<file path="config.mk">
export PLATFORM = sky130hd
export DESIGN_NAME = rv_exec_core
export DESIGN_NICKNAME = d
export VERILOG_FILES = /design/src/hw/rv_exec_pkg.sv /design/src/hw/decode.sv /design/src/hw/reg_file.sv /design/src/hw/exec_unit.sv /design/src/hw/issue_ctrl.sv /design/src/hw/rv_exec_core.sv
export VERILOG_INCLUDE_DIRS = /design/src /design/src/hw
export SDC_FILE = /design/constraint.sdc
export NUM_CORES = 2
export LEC_CHECK = 0
export ABC_AREA = 1
export BUFFER_PORTS_ARGS = -buffer_cell sky130_fd_sc_hd__buf_2
export CAP_MARGIN = 10
export CORE_AREA = 2 2 595 420
export DETAILED_ROUTE_END_ITERATION = 10
export DIE_AREA = 0 0 597 422
export MAX_ROUTING_LAYER = met4
export PLACE_DENSITY_LB_ADDON = 0.2
export SLEW_MARGIN = 10
export SYNTH_ARGS = -nofsm -noshare
export SYNTH_HDL_FRONTEND = slang
export SYNTH_SLANG_ARGS = --single-unit
</file>
<file path="constraint.sdc">
create_clock -name clk_in -period 13.8 [get_ports clk_in]
set_input_delay 2.76 -clock clk_in [delete_from_list [all_inputs] [get_ports clk_in]]
set_output_delay 2.76 -clock clk_in [all_outputs]
set_load 0.02 [all_outputs]
</file>
<file path="src/hw/rv_exec_config.svh">
`ifndef RV_EXEC_CONFIG_SVH
`define RV_EXEC_CONFIG_SVH

// Core data width, one machine word
`define RV_XLEN 32

// Architectural register count, x0 included
`define RV_NREGS 32

// Register index width
`define RV_REG_AW 5

`endif

</file>
<file path="src/hw/rv_exec_pkg.sv">
`default_nettype none
`include "rv_exec_config.svh"

package rv_exec_pkg;

    typedef struct packed {
        logic [6:0]            funct7;
        logic [`RV_REG_AW-1:0] rs2;
        logic [`RV_REG_AW-1:0] rs1;
        logic [2:0]            funct3;
        logic [`RV_REG_AW-1:0] rd;
        logic [6:0]            opcode;
    } r_fmt_t;

    typedef struct packed {
        logic [11:0]           imm_11_0;   // Upper 7 bits double as shift funct
        logic [`RV_REG_AW-1:0] rs1;
        logic [2:0]            funct3;
        logic [`RV_REG_AW-1:0] rd;
        logic [6:0]            opcode;
    } i_fmt_t;

    typedef struct packed {
        logic [6:0]            imm_11_5;
        logic [`RV_REG_AW-1:0] rs2;
        logic [`RV_REG_AW-1:0] rs1;
        logic [2:0]            funct3;
        logic [4:0]            imm_4_0;
        logic [6:0]            opcode;
    } s_fmt_t;

    typedef struct packed {
        logic                  imm_12;     // Sign bit
        logic [5:0]            imm_10_5;
        logic [`RV_REG_AW-1:0] rs2;
        logic [`RV_REG_AW-1:0] rs1;
        logic [2:0]            funct3;
        logic [3:0]            imm_4_1;
        logic                  imm_11;
        logic [6:0]            opcode;
    } b_fmt_t;

    typedef struct packed {
        logic [19:0]           imm_31_12;
        logic [`RV_REG_AW-1:0] rd;
        logic [6:0]            opcode;
    } u_fmt_t;

    typedef struct packed {
        logic                  imm_20;     // Sign bit
        logic [9:0]            imm_10_1;
        logic                  imm_11;
        logic [7:0]            imm_19_12;
        logic [`RV_REG_AW-1:0] rd;
        logic [6:0]            opcode;
    } j_fmt_t;

    // One instruction word, six views
    typedef union packed {
        r_fmt_t r_fmt;
        i_fmt_t i_fmt;
        s_fmt_t s_fmt;
        b_fmt_t b_fmt;
        u_fmt_t u_fmt;
        j_fmt_t j_fmt;
    } instr_u;

    typedef enum logic [3:0] {
        it_op, it_opimm, it_load, it_store, it_branch,
        it_lui, it_auipc, it_jal, it_jalr, it_nop   // it_nop flags illegal
    } itype_e;

    typedef enum logic [3:0] {
        alu_add, alu_sub, alu_xor, alu_or, alu_and,
        alu_sll, alu_srl, alu_sra, alu_slt, alu_sltu, no_alu
    } alu_func_e;

    typedef enum logic [2:0] {
        br_eq, br_neq, br_lt, br_ge, br_ltu, br_geu, no_br
    } br_func_e;

    typedef struct packed {
        itype_e                itype;
        alu_func_e             alu_func;
        br_func_e              br_func;
        logic [`RV_XLEN-1:0]   imm;        // Already sign extended
        logic [`RV_REG_AW-1:0] rs1;
        logic [`RV_REG_AW-1:0] rs2;
        logic [`RV_REG_AW-1:0] rd;
        logic                  wr;         // Class writes rd
    } decoded_t;

    typedef struct packed {
        logic [`RV_XLEN-1:0] pc;
        instr_u              instr;
    } issue_req_t;

    typedef struct packed {
        logic [`RV_REG_AW-1:0] rd;
        logic [`RV_XLEN-1:0]   value;
        logic                  wr;
        logic                  taken;
        logic [`RV_XLEN-1:0]   next_pc;
        logic                  illegal;
    } exec_result_t;

endpackage

`default_nettype wire

</file>
<file path="src/hw/decode.sv">
`default_nettype none
`include "rv_exec_config.svh"

module decode (
    input  wire rv_exec_pkg::instr_u instr,
    output rv_exec_pkg::decoded_t    dec
);

    localparam logic [6:0] opc_op     = 7'b0110011;
    localparam logic [6:0] opc_opimm  = 7'b0010011;
    localparam logic [6:0] opc_load   = 7'b0000011;
    localparam logic [6:0] opc_store  = 7'b0100011;
    localparam logic [6:0] opc_branch = 7'b1100011;
    localparam logic [6:0] opc_lui    = 7'b0110111;
    localparam logic [6:0] opc_auipc  = 7'b0010111;
    localparam logic [6:0] opc_jal    = 7'b1101111;
    localparam logic [6:0] opc_jalr   = 7'b1100111;

    logic [2:0]             f3;
    logic [6:0]             f7;
    logic [6:0]             shift_hi;   // imm[11:5] of I format
    logic [`RV_XLEN-1:0]    imm_i;
    logic [`RV_XLEN-1:0]    imm_s;
    logic [`RV_XLEN-1:0]    imm_b;
    logic [`RV_XLEN-1:0]    imm_u;
    logic [`RV_XLEN-1:0]    imm_j;
    rv_exec_pkg::alu_func_e alu_r;
    rv_exec_pkg::alu_func_e alu_i;
    rv_exec_pkg::br_func_e  br_f;

    assign f3       = instr.r_fmt.funct3;                    // Same slot in every format
    assign f7       = instr.r_fmt.funct7;
    assign shift_hi = instr.i_fmt.imm_11_0[11:5];

    assign imm_i = {{(`RV_XLEN-12){instr.i_fmt.imm_11_0[11]}}, instr.i_fmt.imm_11_0};
    assign imm_s = {{(`RV_XLEN-12){instr.s_fmt.imm_11_5[6]}}, instr.s_fmt.imm_11_5,
                    instr.s_fmt.imm_4_0};
    assign imm_b = {{(`RV_XLEN-12){instr.b_fmt.imm_12}}, instr.b_fmt.imm_11,
                    instr.b_fmt.imm_10_5, instr.b_fmt.imm_4_1, 1'b0};  // Halfword aligned
    assign imm_u = {instr.u_fmt.imm_31_12, 12'b0};           // Upper 20, low zeroed
    assign imm_j = {{(`RV_XLEN-20){instr.j_fmt.imm_20}}, instr.j_fmt.imm_19_12,
                    instr.j_fmt.imm_11, instr.j_fmt.imm_10_1, 1'b0};

    always_comb begin                                        // Register-register ALU op
        case ({f7, f3})
            {7'h00, 3'h0}: alu_r = rv_exec_pkg::alu_add;
            {7'h20, 3'h0}: alu_r = rv_exec_pkg::alu_sub;
            {7'h00, 3'h4}: alu_r = rv_exec_pkg::alu_xor;
            {7'h00, 3'h6}: alu_r = rv_exec_pkg::alu_or;
            {7'h00, 3'h7}: alu_r = rv_exec_pkg::alu_and;
            {7'h00, 3'h1}: alu_r = rv_exec_pkg::alu_sll;
            {7'h00, 3'h5}: alu_r = rv_exec_pkg::alu_srl;
            {7'h20, 3'h5}: alu_r = rv_exec_pkg::alu_sra;
            {7'h00, 3'h2}: alu_r = rv_exec_pkg::alu_slt;
            {7'h00, 3'h3}: alu_r = rv_exec_pkg::alu_sltu;
            default:       alu_r = rv_exec_pkg::no_alu;      // Unknown funct pair
        endcase
    end

    always_comb begin                                        // Immediate ALU op
        case (f3)
            3'h0: alu_i = rv_exec_pkg::alu_add;
            3'h4: alu_i = rv_exec_pkg::alu_xor;
            3'h6: alu_i = rv_exec_pkg::alu_or;
            3'h7: alu_i = rv_exec_pkg::alu_and;
            3'h2: alu_i = rv_exec_pkg::alu_slt;
            3'h3: alu_i = rv_exec_pkg::alu_sltu;
            3'h1: alu_i = (shift_hi == 7'h00) ? rv_exec_pkg::alu_sll : rv_exec_pkg::no_alu;
            default: begin                                   // funct3 5, right shifts
                if (shift_hi == 7'h00)
                    alu_i = rv_exec_pkg::alu_srl;
                else if (shift_hi == 7'h20)
                    alu_i = rv_exec_pkg::alu_sra;            // 0x20 picks arithmetic
                else
                    alu_i = rv_exec_pkg::no_alu;
            end
        endcase
    end

    always_comb begin                                        // Branch compare from funct3
        case (f3)
            3'h0:    br_f = rv_exec_pkg::br_eq;
            3'h1:    br_f = rv_exec_pkg::br_neq;
            3'h4:    br_f = rv_exec_pkg::br_lt;
            3'h5:    br_f = rv_exec_pkg::br_ge;
            3'h6:    br_f = rv_exec_pkg::br_ltu;
            3'h7:    br_f = rv_exec_pkg::br_geu;
            default: br_f = rv_exec_pkg::no_br;
        endcase
    end

    always_comb begin
        dec          = '0;
        dec.itype    = rv_exec_pkg::it_nop;                  // Illegal unless matched
        dec.alu_func = rv_exec_pkg::no_alu;
        dec.br_func  = rv_exec_pkg::no_br;
        case (instr.r_fmt.opcode)
            opc_op: if (alu_r != rv_exec_pkg::no_alu) begin
                dec.itype    = rv_exec_pkg::it_op;
                dec.alu_func = alu_r;
                dec.rs1      = instr.r_fmt.rs1;
                dec.rs2      = instr.r_fmt.rs2;
                dec.rd       = instr.r_fmt.rd;
                dec.wr       = 1'b1;
            end
            opc_opimm: if (alu_i != rv_exec_pkg::no_alu) begin
                dec.itype    = rv_exec_pkg::it_opimm;
                dec.alu_func = alu_i;
                dec.imm      = imm_i;
                dec.rs1      = instr.i_fmt.rs1;
                dec.rd       = instr.i_fmt.rd;
                dec.wr       = 1'b1;
            end
            opc_load: if (f3 == 3'b010) begin                // Word size only
                dec.itype    = rv_exec_pkg::it_load;
                dec.alu_func = rv_exec_pkg::alu_add;         // Address only
                dec.imm      = imm_i;
                dec.rs1      = instr.i_fmt.rs1;
                dec.rd       = instr.i_fmt.rd;
            end
            opc_store: if (f3 == 3'b010) begin
                dec.itype    = rv_exec_pkg::it_store;
                dec.alu_func = rv_exec_pkg::alu_add;
                dec.imm      = imm_s;
                dec.rs1      = instr.s_fmt.rs1;
                dec.rs2      = instr.s_fmt.rs2;
            end
            opc_branch: if (br_f != rv_exec_pkg::no_br) begin
                dec.itype   = rv_exec_pkg::it_branch;
                dec.br_func = br_f;
                dec.imm     = imm_b;
                dec.rs1     = instr.b_fmt.rs1;
                dec.rs2     = instr.b_fmt.rs2;
            end
            opc_lui, opc_auipc: begin
                dec.itype = (instr.u_fmt.opcode == opc_lui) ? rv_exec_pkg::it_lui
                                                            : rv_exec_pkg::it_auipc;
                dec.imm   = imm_u;
                dec.rd    = instr.u_fmt.rd;
                dec.wr    = 1'b1;
            end
            opc_jal: begin
                dec.itype = rv_exec_pkg::it_jal;
                dec.imm   = imm_j;
                dec.rd    = instr.j_fmt.rd;
                dec.wr    = 1'b1;
            end
            opc_jalr: if (f3 == 3'b000) begin
                dec.itype    = rv_exec_pkg::it_jalr;
                dec.alu_func = rv_exec_pkg::alu_add;         // rs1 + imm target
                dec.imm      = imm_i;
                dec.rs1      = instr.i_fmt.rs1;
                dec.rd       = instr.i_fmt.rd;
                dec.wr       = 1'b1;
            end
            default: ;                                       // CSR, system, unknown
        endcase
    end

endmodule

`default_nettype wire

</file>
<file path="src/hw/reg_file.sv">
`default_nettype none
`include "rv_exec_config.svh"

module reg_file (
    input  wire                   clk_in,
    input  wire                   rst_n,
    input  wire  [`RV_REG_AW-1:0] rs1_addr,
    input  wire  [`RV_REG_AW-1:0] rs2_addr,
    output logic [`RV_XLEN-1:0]   rs1_val,
    output logic [`RV_XLEN-1:0]   rs2_val,
    input  wire                   wr_en,
    input  wire  [`RV_REG_AW-1:0] wr_addr,
    input  wire  [`RV_XLEN-1:0]   wr_data
);

    logic [`RV_XLEN-1:0] regs [`RV_NREGS];

    always_ff @(posedge clk_in) begin
        if (!rst_n) begin
            for (int i = 0; i < `RV_NREGS; i++) begin
                regs[i] <= '0;                               // Whole file cleared
            end
        end else if (wr_en && (wr_addr != '0)) begin         // x0 never written
            regs[wr_addr] <= wr_data;
        end
    end

    assign rs1_val = regs[rs1_addr];                         // Async read
    assign rs2_val = regs[rs2_addr];

    // Write address comes from the controller's result path
    a_wr_addr_known: assert property (@(posedge clk_in) disable iff (!rst_n)
        wr_en |-> !$isunknown(wr_addr));

endmodule

`default_nettype wire

</file>
<file path="src/hw/exec_unit.sv">
`default_nettype none
`include "rv_exec_config.svh"

module exec_unit (
    input  wire        [`RV_XLEN-1:0] pc,
    input  wire rv_exec_pkg::decoded_t dec,
    input  wire        [`RV_XLEN-1:0] rs1_val,
    input  wire        [`RV_XLEN-1:0] rs2_val,
    output rv_exec_pkg::exec_result_t result
);

    logic [`RV_XLEN-1:0] op_b;
    logic [4:0]          shamt;
    logic [`RV_XLEN-1:0] alu_out;
    logic                lt_s;
    logic                lt_u;
    logic                cond;
    logic [`RV_XLEN-1:0] pc_plus4;
    logic [`RV_XLEN-1:0] pc_imm;

    assign op_b  = (dec.itype == rv_exec_pkg::it_op) ? rs2_val : dec.imm;  // Reg or imm
    assign shamt = op_b[4:0];
    assign lt_s  = $signed(rs1_val) < $signed(op_b);
    assign lt_u  = rs1_val < op_b;

    always_comb begin
        case (dec.alu_func)
            rv_exec_pkg::alu_add:  alu_out = rs1_val + op_b;
            rv_exec_pkg::alu_sub:  alu_out = rs1_val - op_b;
            rv_exec_pkg::alu_xor:  alu_out = rs1_val ^ op_b;
            rv_exec_pkg::alu_or:   alu_out = rs1_val | op_b;
            rv_exec_pkg::alu_and:  alu_out = rs1_val & op_b;
            rv_exec_pkg::alu_sll:  alu_out = rs1_val << shamt;
            rv_exec_pkg::alu_srl:  alu_out = rs1_val >> shamt;
            rv_exec_pkg::alu_sra:  alu_out = $unsigned($signed(rs1_val) >>> shamt);
            rv_exec_pkg::alu_slt:  alu_out = {{(`RV_XLEN-1){1'b0}}, lt_s};
            rv_exec_pkg::alu_sltu: alu_out = {{(`RV_XLEN-1){1'b0}}, lt_u};
            default:               alu_out = '0;             // No ALU work
        endcase
    end

    always_comb begin                                        // Branch compares rs1, rs2
        case (dec.br_func)
            rv_exec_pkg::br_eq:  cond = (rs1_val == rs2_val);
            rv_exec_pkg::br_neq: cond = (rs1_val != rs2_val);
            rv_exec_pkg::br_lt:  cond = ($signed(rs1_val) < $signed(rs2_val));
            rv_exec_pkg::br_ge:  cond = ($signed(rs1_val) >= $signed(rs2_val));
            rv_exec_pkg::br_ltu: cond = (rs1_val < rs2_val);
            rv_exec_pkg::br_geu: cond = (rs1_val >= rs2_val);
            default:             cond = 1'b0;
        endcase
    end

    assign pc_plus4 = pc + `RV_XLEN'(4);
    assign pc_imm   = pc + dec.imm;

    always_comb begin
        result         = '0;
        result.rd      = dec.rd;
        result.wr      = dec.wr && (dec.rd != '0);           // x0 writes dropped here
        result.taken   = (dec.itype == rv_exec_pkg::it_branch) && cond;
        result.illegal = (dec.itype == rv_exec_pkg::it_nop);
        result.next_pc = pc_plus4;                           // Fall through
        case (dec.itype)
            rv_exec_pkg::it_op, rv_exec_pkg::it_opimm: result.value = alu_out;
            rv_exec_pkg::it_load, rv_exec_pkg::it_store: result.value = alu_out;  // EA
            rv_exec_pkg::it_lui:   result.value = dec.imm;
            rv_exec_pkg::it_auipc: result.value = pc_imm;
            rv_exec_pkg::it_jal: begin
                result.value   = pc_plus4;                   // Link address
                result.next_pc = pc_imm;
            end
            rv_exec_pkg::it_jalr: begin
                result.value   = pc_plus4;
                result.next_pc = {alu_out[`RV_XLEN-1:1], 1'b0};  // Bit 0 cleared
            end
            rv_exec_pkg::it_branch: if (cond) result.next_pc = pc_imm;
            default: ;                                       // Illegal, value stays 0
        endcase
    end

endmodule

`default_nettype wire

</file>
<file path="src/hw/issue_ctrl.sv">
`default_nettype none
`include "rv_exec_config.svh"

module issue_ctrl (
    input  wire                            clk_in,
    input  wire                            rst_n,
    input  wire                            req,
    input  wire rv_exec_pkg::issue_req_t   req_data,
    output logic                           ack,
    output rv_exec_pkg::instr_u            cur_instr,
    input  wire rv_exec_pkg::decoded_t     dec,
    input  wire        [`RV_XLEN-1:0]      rs1_val,
    input  wire        [`RV_XLEN-1:0]      rs2_val,
    output logic       [`RV_XLEN-1:0]      ex_pc,
    output rv_exec_pkg::decoded_t          ex_dec,
    output logic       [`RV_XLEN-1:0]      ex_rs1_val,
    output logic       [`RV_XLEN-1:0]      ex_rs2_val,
    input  wire rv_exec_pkg::exec_result_t ex_result,
    output rv_exec_pkg::exec_result_t      result,
    output logic                           wr_en,
    output logic       [`RV_REG_AW-1:0]    wr_addr,
    output logic       [`RV_XLEN-1:0]      wr_data
);

    typedef enum logic [1:0] {
        st_idle,                                             // Waiting for req
        st_execute,                                          // Decode and operand read
        st_respond,                                          // Execute unit computing
        st_release                                           // Ack held until req drops
    } state_e;

    state_e                  state;
    rv_exec_pkg::issue_req_t req_q;

    always_ff @(posedge clk_in) begin
        if (!rst_n) begin
            state  <= st_idle;
            ack    <= 1'b0;
            result <= '0;
        end else begin
            case (state)
                st_idle:    if (req) state <= st_execute;    // Cycle 0
                st_execute: state <= st_respond;             // Cycle 1
                st_respond: begin                            // Cycle 2
                    state  <= st_release;
                    ack    <= 1'b1;
                    result <= ex_result;
                end
                st_release: if (!req) begin                  // Back-pressure holds here
                    state <= st_idle;
                    ack   <= 1'b0;
                end
                default:    state <= st_idle;
            endcase
        end
    end

    always_ff @(posedge clk_in) begin                        // Payload, no reset
        if ((state == st_idle) && req) begin
            req_q <= req_data;
        end
        if (state == st_execute) begin
            ex_pc      <= req_q.pc;
            ex_dec     <= dec;
            ex_rs1_val <= rs1_val;
            ex_rs2_val <= rs2_val;
        end
    end

    assign cur_instr = req_q.instr;

    // Write lands on the same edge that raises ack
    assign wr_en   = (state == st_respond) && ex_result.wr;
    assign wr_addr = ex_result.rd;
    assign wr_data = ex_result.value;

    a_ack_needs_req: assert property (@(posedge clk_in) disable iff (!rst_n)
        $rose(ack) |-> $past(req));

    a_req_after_ack_low: assert property (@(posedge clk_in) disable iff (!rst_n)
        $rose(req) |-> !ack);                                // New req only once ack dropped

endmodule

`default_nettype wire

</file>
<file path="src/hw/rv_exec_core.sv">
`default_nettype none
`include "rv_exec_config.svh"

module rv_exec_core (
    input  wire                            clk_in,
    input  wire                            rst_n,
    input  wire                            req,
    input  wire rv_exec_pkg::issue_req_t   req_data,
    output logic                           ack,
    output rv_exec_pkg::exec_result_t      result
);

    rv_exec_pkg::instr_u       cur_instr;
    rv_exec_pkg::decoded_t     dec;
    rv_exec_pkg::decoded_t     ex_dec;
    rv_exec_pkg::exec_result_t ex_result;
    logic [`RV_XLEN-1:0]       rs1_val;
    logic [`RV_XLEN-1:0]       rs2_val;
    logic [`RV_XLEN-1:0]       ex_pc;
    logic [`RV_XLEN-1:0]       ex_rs1_val;
    logic [`RV_XLEN-1:0]       ex_rs2_val;
    logic                      wr_en;
    logic [`RV_REG_AW-1:0]     wr_addr;
    logic [`RV_XLEN-1:0]       wr_data;

    issue_ctrl u_issue_ctrl (
        .clk_in     (clk_in),
        .rst_n      (rst_n),
        .req        (req),
        .req_data   (req_data),
        .ack        (ack),
        .cur_instr  (cur_instr),
        .dec        (dec),
        .rs1_val    (rs1_val),
        .rs2_val    (rs2_val),
        .ex_pc      (ex_pc),
        .ex_dec     (ex_dec),
        .ex_rs1_val (ex_rs1_val),
        .ex_rs2_val (ex_rs2_val),
        .ex_result  (ex_result),
        .result     (result),
        .wr_en      (wr_en),
        .wr_addr    (wr_addr),
        .wr_data    (wr_data)
    );

    decode u_decode (
        .instr (cur_instr),
        .dec   (dec)
    );

    reg_file u_reg_file (
        .clk_in   (clk_in),
        .rst_n    (rst_n),
        .rs1_addr (dec.rs1),                                 // Read during execute state
        .rs2_addr (dec.rs2),
        .rs1_val  (rs1_val),
        .rs2_val  (rs2_val),
        .wr_en    (wr_en),
        .wr_addr  (wr_addr),
        .wr_data  (wr_data)
    );

    exec_unit u_exec_unit (
        .pc      (ex_pc),
        .dec     (ex_dec),
        .rs1_val (ex_rs1_val),
        .rs2_val (ex_rs2_val),
        .result  (ex_result)
    );

endmodule

`default_nettype wire

</file>
## After elaboration in Yosys (flattened, before gate mapping)

Memory sizes are Yosys's and may differ from the RTL's. A register that Yosys moved wholly into a read port is not among the register bits.
Index checks and enable logic that the tools add are counted.

| storage, ports and cells | value |
|---|---|
| output and inout bits | 73 |
| bits in writable memories | 1024 |
| logic and storage cells | 162 |
| memories kept | 1 |
| register bits after elaboration | 220 |
| input port bits | 67 |

Memory list:

| memory | depth | bits a word | rd ports | clocked after memory_dff | write ports | line | text |
|---|---|---|---|---|---|---|---|
| u_reg_file.regs | 32 | 32 | 2 | 2 | 32 | reg_file.sv:16 | `` logic [`RV_XLEN-1:0] regs [`RV_NREGS]; `` |

| cells by class | value |
|---|---|
| shift-type cells | 3 |
| reduce and logical (&&, ||, !) cells | 22 |
| bitwise logic cells | 3 |
| $lt $le $gt $ge | 6 |
| equality and inequality tests | 59 |
| add/subtract/negate cells | 4 |
| multiplexer cells | 47 |

Operators by type and width:

| cell | number |
|---|---|
| 32-bit case mux with 10 select lines | 1 |
| 32-bit case mux with 7 select lines | 1 |
| 32-bit < comparator | 4 |
| 32-bit case mux with 4 select lines | 1 |
| 37-bit 2-to-1 mux | 3 |
| 32-bit 2-to-1 mux | 3 |
| 32-bit case mux with 3 select lines | 1 |
| 42-bit 2-to-1 mux | 2 |
| 32-bit adder | 2 |
| 32-bit greater-or-equal comparator | 2 |
| 10-bit by 3-bit equality test with 1-bit output (second input constant) | 4 |
| 4-bit case mux with 10 select lines | 1 |
| 32-bit by 3-bit adder with 32-bit output (second input constant) | 1 |
| 32-bit bitwise AND | 1 |
| 32-bit equality test | 1 |
| 4-bit by 3-bit equality test with 1-bit output (second input constant) | 8 |
| 8-bit 2-to-1 mux | 4 |
| 32-bit != test | 1 |
| 32-bit bitwise OR | 1 |
| 4-bit case mux with 8 select lines | 1 |
| 32-bit OR reduction | 1 |
| 32-bit by 5-bit << shifter with 32-bit output | 1 |
| 32-bit by 5-bit >> shifter with 32-bit output | 1 |
| 32-bit by 5-bit >>> shifter with 32-bit output | 1 |
| 48 further kinds | 97 |

## Longest topological paths before layout

| depth | value |
|---|---|
| depth after elaboration | 9 |
| gate-level depth with buffers | 29 |
| gate-level depth less buffers | 25 |

## Modules after synthesis

From an unflattened synthesis, not the netlist that was laid out.

| unflattened totals | value |
|---|---|
| cells, all modules | 11134 |
| area total of the unflattened synthesis | 83375.0 µm² |

By module, submodules not included:

| module | cells an instance | area an instance (µm²) | instances | seq. area each (µm²) |
|---|---|---|---|---|
| reg_file | 7191 | 56782.0 | 1 | 30749.5 |
| exec_unit | 2979 | 15049.4 | 1 | 0.0 |
| issue_ctrl | 635 | 9973.3 | 1 | 8077.7 |
| decode | 329 | 1570.3 | 1 | 0.0 |

## Least setup slack after synthesis

OpenSTA, ideal clock, no wires.

| timing path | value |
|---|---|
| path kind | input to register |
| from | input rst_n |
| to | memory u_reg_file.regs[11][0] (netlist bit) (enable) |
| setup time | 389 ps |
| data arrival time | 4799 ps |
| required time | 13411 ps |
| path buffers | 2 |
| slack | 8611 ps |
| stages | 10 |
| cell sequence | nand2_1 > nor2_1 > nand2_1 > nor3_1 > inv_1 > nor2_1 > inv_1 > clkbuf_1 > buf_1 > nand2_1 |

RTL lines:

| element | line | text |
|---|---|---|
| from (decl) | rv_exec_core.sv:6 | `input wire rst_n,` |
| to (decl) | reg_file.sv:16 |  |

==> key figures <==
Yosys
  – Synth Instances: 11400
  – Post-synth top area share: 43.2%
  – Syn Area/Cell: 7.54 um^2
  – Main combinational cell family by area after synthesis: simple AND/OR/NAND/NOR gates
  – Sequential area share after synthesis: 44.9%
  – Post-synthesis mux area share: 0%
  – Adder-cell share of the synthesized area: 2.40%
  – Post-Synth Simple-Gate Area: 31.9%
  – Synth top area cells: edfxtp_1 43%, nand2_1 12%, nand3_1 9.5%
  – Synth Area in Compound Gates: 9.12%
  – YS warnings: 0
  – Synth cell types: 59
  – Synth area leader: edfxtp_1
  – Ys flop type: edfxtp_1
  – Synth Cell Area: 0.0857 mm^2
  – Synth Area in XOR/XNOR: 0.378%
  – Yosys reg bits: 1308
  – Post-synthesis async set-or-reset flop share: 0%
  – Number of flops mapped to enable cells by yosys: 1233

GRT
  – Initial antenna violation count: 11
  – GRT Overall Usage: 30.6%
  – Largest net degree at the start of global routing: 196
  – GRT Residual Overflow: 0
  – Number of global-route vias before repair: 75300
  – First-pass GRT wire length: 550000 um

Worst setup path
  – CP endpoint kind: flop
  – CP most frequent cell: buf_4
  – Critical Path Max Stage Delay: 730 ps
  – Slowest CP cell: a21boi_1
  – Startpoint types: flop
  – Data required, critical path: 14400 ps
  – Worst EP arrival: 7310 ps
  – Reg2reg path depth: 23
  – CP Class: reg -> reg
  – Worst Path Max Fanout: 73
  – Cell Chain, Critical Path: nor2_4 > buf_4 > nand2_4 > nand2_2 > nand2_2 > buf_4 > inv_2 > buf_4 > fa_1 > inv_1 > nand3_1 > nand2_1 > a21boi_0 > o21ai_0 > nand3_1 > nand4_1 > nand3_1 > o21ai_1 > nor2_1 > a21boi_1 > nor2_2 > buf_4 > nor2_1

Clocking
  – Clock root buffer: clkbuf_16
  – Hold buffer count at CTS: 0
  – Clock latency on the worst-skew pair: 860 ps
  – Clock Path Buffers: 4
  – TritonCTS Buffers: 156
  – H-tree Lvls: 4
  – CTS tree: built
  – Clk sinks: 1308
  – # Post-CTS Setup Buffers: 0
  – CTS resizes: 0
  – CTS clk-pin slew, worst paths: 60 ps

Place
  – Dpl ws: 7130 ps
  – Post-detail-place hpwl: 270000 um
  – IO buf count: 139
  – RD Place Congestion: 1.06
  – Inst Count DP: 14100

STA
  – Setup violators final: 0
  – Tmin final: 6710 ps
  – Fmax: 149 MHz
  – Final Cycle Share: 48.6%
  – RSZ-0062 raised after global routing: no
  – Worst-margin pin slew: 1330 ps
  – Slew Limit Fails: 0
  – Final Skew: 65.2 ps
  – Final setup TNS: 0 ps
  – Rel. slew slack: 11.5%
  – Final setup margin: 7090 ps
  – Hold Violations, Final: 0

Power
  – Sw Pwr: 0.00371 W
  – Comb pwr share: 20.0%
  – Sw frac: 33.2%
  – Share of power burned in the clock network: 36.9%
  – Static Leakage: 38.3 nW
  – Max rail drop VDD: 0.102 mV
  – Int Pwr: 0.00746 W
  – PwrDens: 120 mW/mm^2
  – Seq pwr share: 43.1%

Floorplan
  – Initial Util: 34.8%
  – Core area: 0.247 mm^2
  – IO Pins: 140
  – Row cnt: 153
  – Die Width: 597 um
  – Die ar.: 0.252 mm^2
  – Die height: 422 um

Min path
  – Hold depth: 0
  – Hold WC Path Type: reg -> reg

Routing
  – Via count: 83600
  – Drt first pass iters: 7
  – Via density: 5.82
  – WL/cell: 27.0 um
  – Remaining antenna violation count: 0
  – DR DRC count: 0
  – WL final: 388000 um
  – Initial DRC count: 12800

Layout
  – Layout Nets: 11200
  – Area Growth Syn to Fin: 8.65%
  – Register area: 0.0385 mm^2
  – Share of cells above drive strength 1: 6.42%
  – # fillers: 25300
  – Area of the multi-input gates: 0.0380 mm^2
  – Finished Layout Cells: 14400

Run status
  – Outcome: completed

Job
  – Max_cap viols: 0
==> cell usage in the layout (no fill, tap or decap), types with 34 or more instances in the layout <==
cell       synthesis  final
edfxtp_1        1233   1233
ha_1             161    160
nor2_1          1202   1194
nand3_1         1626   1624
clkbuf_16          0    159
clkbuf_1         300     34
or2_2             43     43
xor2_1            34     34
buf_2            401    139
buf_4             60    145
a21oi_1          207    207
inv_2             42     39
inv_1           1436   1433
nor3_1            61     59
o21ai_0          343    343
o211ai_1         520    520
nand4_1          465    465
nand2_1         2821   2785
nand2_2           11     46
dfxtp_1           75     75
==> cells in the mapped netlist, drive strengths merged (2+ instances only) <==
cell	number
nand4	465
a31oi	7
ha	161
o21ai	367
nand3	1638
nand2b	2
o31ai	6
xor2	34
nor3	65
a211oi	5
edfxtp	1233
a221oi	21
or2	44
xnor2	3
o21bai	13
o21a	12
nor2	1224
nor4	13
a21o	10
nand2	2835
inv	1478
o2111ai	2
o211ai	520
fa	2
o22ai	14
clkinv	2
a22oi	6
and2	2
a21oi	221
buf	552
a21boi	9
o221ai	10
dfxtp	75
nand3b	11
clkbuf	300
==> area by class of cell <==
cell class / instances / area share [%]
sequential: 1308 / 41.4
multi-input combinational: 7760 / 40.8
inverter: 1480 / 6.00
clock buffer: 197 / 4.47
tap: 3255 / 4.37
timing repair buffer: 295 / 2.15
clock inverter: 73 / 0.791
antenna: 6 / 0.0161
==> worst max-delay path: cells and delay by family (launching register included) <==
kind | cells | cell delay (ps)
fa+ha+maj | 1 | 500
compound gates | 4 | 1570
buf+inv | 6 | 1570
flops | 1 | 460
simple gates | 12 | 2160
==> logic make-up (layout without fill, tap and decap cells) <==
family,Yosys count,in the layout
simple gates,6301,6301
buf+inv,2332,2045
flops,1308,1308
compound gates,1227,1227
fa+ha+maj,163,163
xor+xnor,37,37
other cells,1,38
==> registers in the layout, indices dropped and copies added (netlist names), 32 cells and up <==
| register | flops |
|---|---|
| u_issue_ctrl.req_q | 32 |
| u_issue_ctrl.ex_rs1_val | 32 |
| u_issue_ctrl.ex_dec | 49 |
| u_reg_file.regs | 1024 |
| u_issue_ctrl.ex_pc | 32 |
| u_issue_ctrl.ex_rs2_val | 32 |
| u_issue_ctrl.cur_instr | 32 |
| u_issue_ctrl.result | 72 |
==> power groups by stage <==
stage	Clock [W]	Sequential (W)	Combinational, W
detailed placement	0	0.00488	0.00214
global placement	0	0.00488	0.00214
global route	0.00432	0.00482	0.00238
finish	0.00412	0.00481	0.00224
floorplan	0	0.00477	0.00133
CTS	0.00417	0.00480	0.00215
==> per-stage QoR <==
| step | util (%) | hold slack (ps) | power (W) | area (um^2) |
|---|---|---|---|---|
| final | 37.8 | 411 | 0.0112 | 93100 |
| after CTS | 37.8 | 419 | 0.0111 | 93100 |
| after detailed placement | 35.8 | 405 | 0.00701 | 88200 |
| after global placement | 35.8 | 403 | 0.00701 | 88200 |
| after global routing | 37.8 | 423 | 0.0115 | 93100 |
| after floorplan | - | 400 | 0.00611 | 85800 |
==> worst paths after layout <==
kind                           start                endpoint  slack, ps
max          u_issue_ctrl.ex_dec[58]  u_reg_file.regs[1][24]       7090
max reg2reg  u_issue_ctrl.ex_dec[58]  u_reg_file.regs[1][24]       7090
min reg2reg   u_issue_ctrl.req_q[43]  u_issue_ctrl.ex_pc[11]        410
min           u_issue_ctrl.req_q[43]  u_issue_ctrl.ex_pc[11]        410
==> routing by layer <==
metal,GRT usage [%],wire length (um)
met5,-,0
met2,39.7,151000
met4,8.52,11800
met3,7.28,49200
met1,46.1,175000
Power figures use the tool's default switching activity.
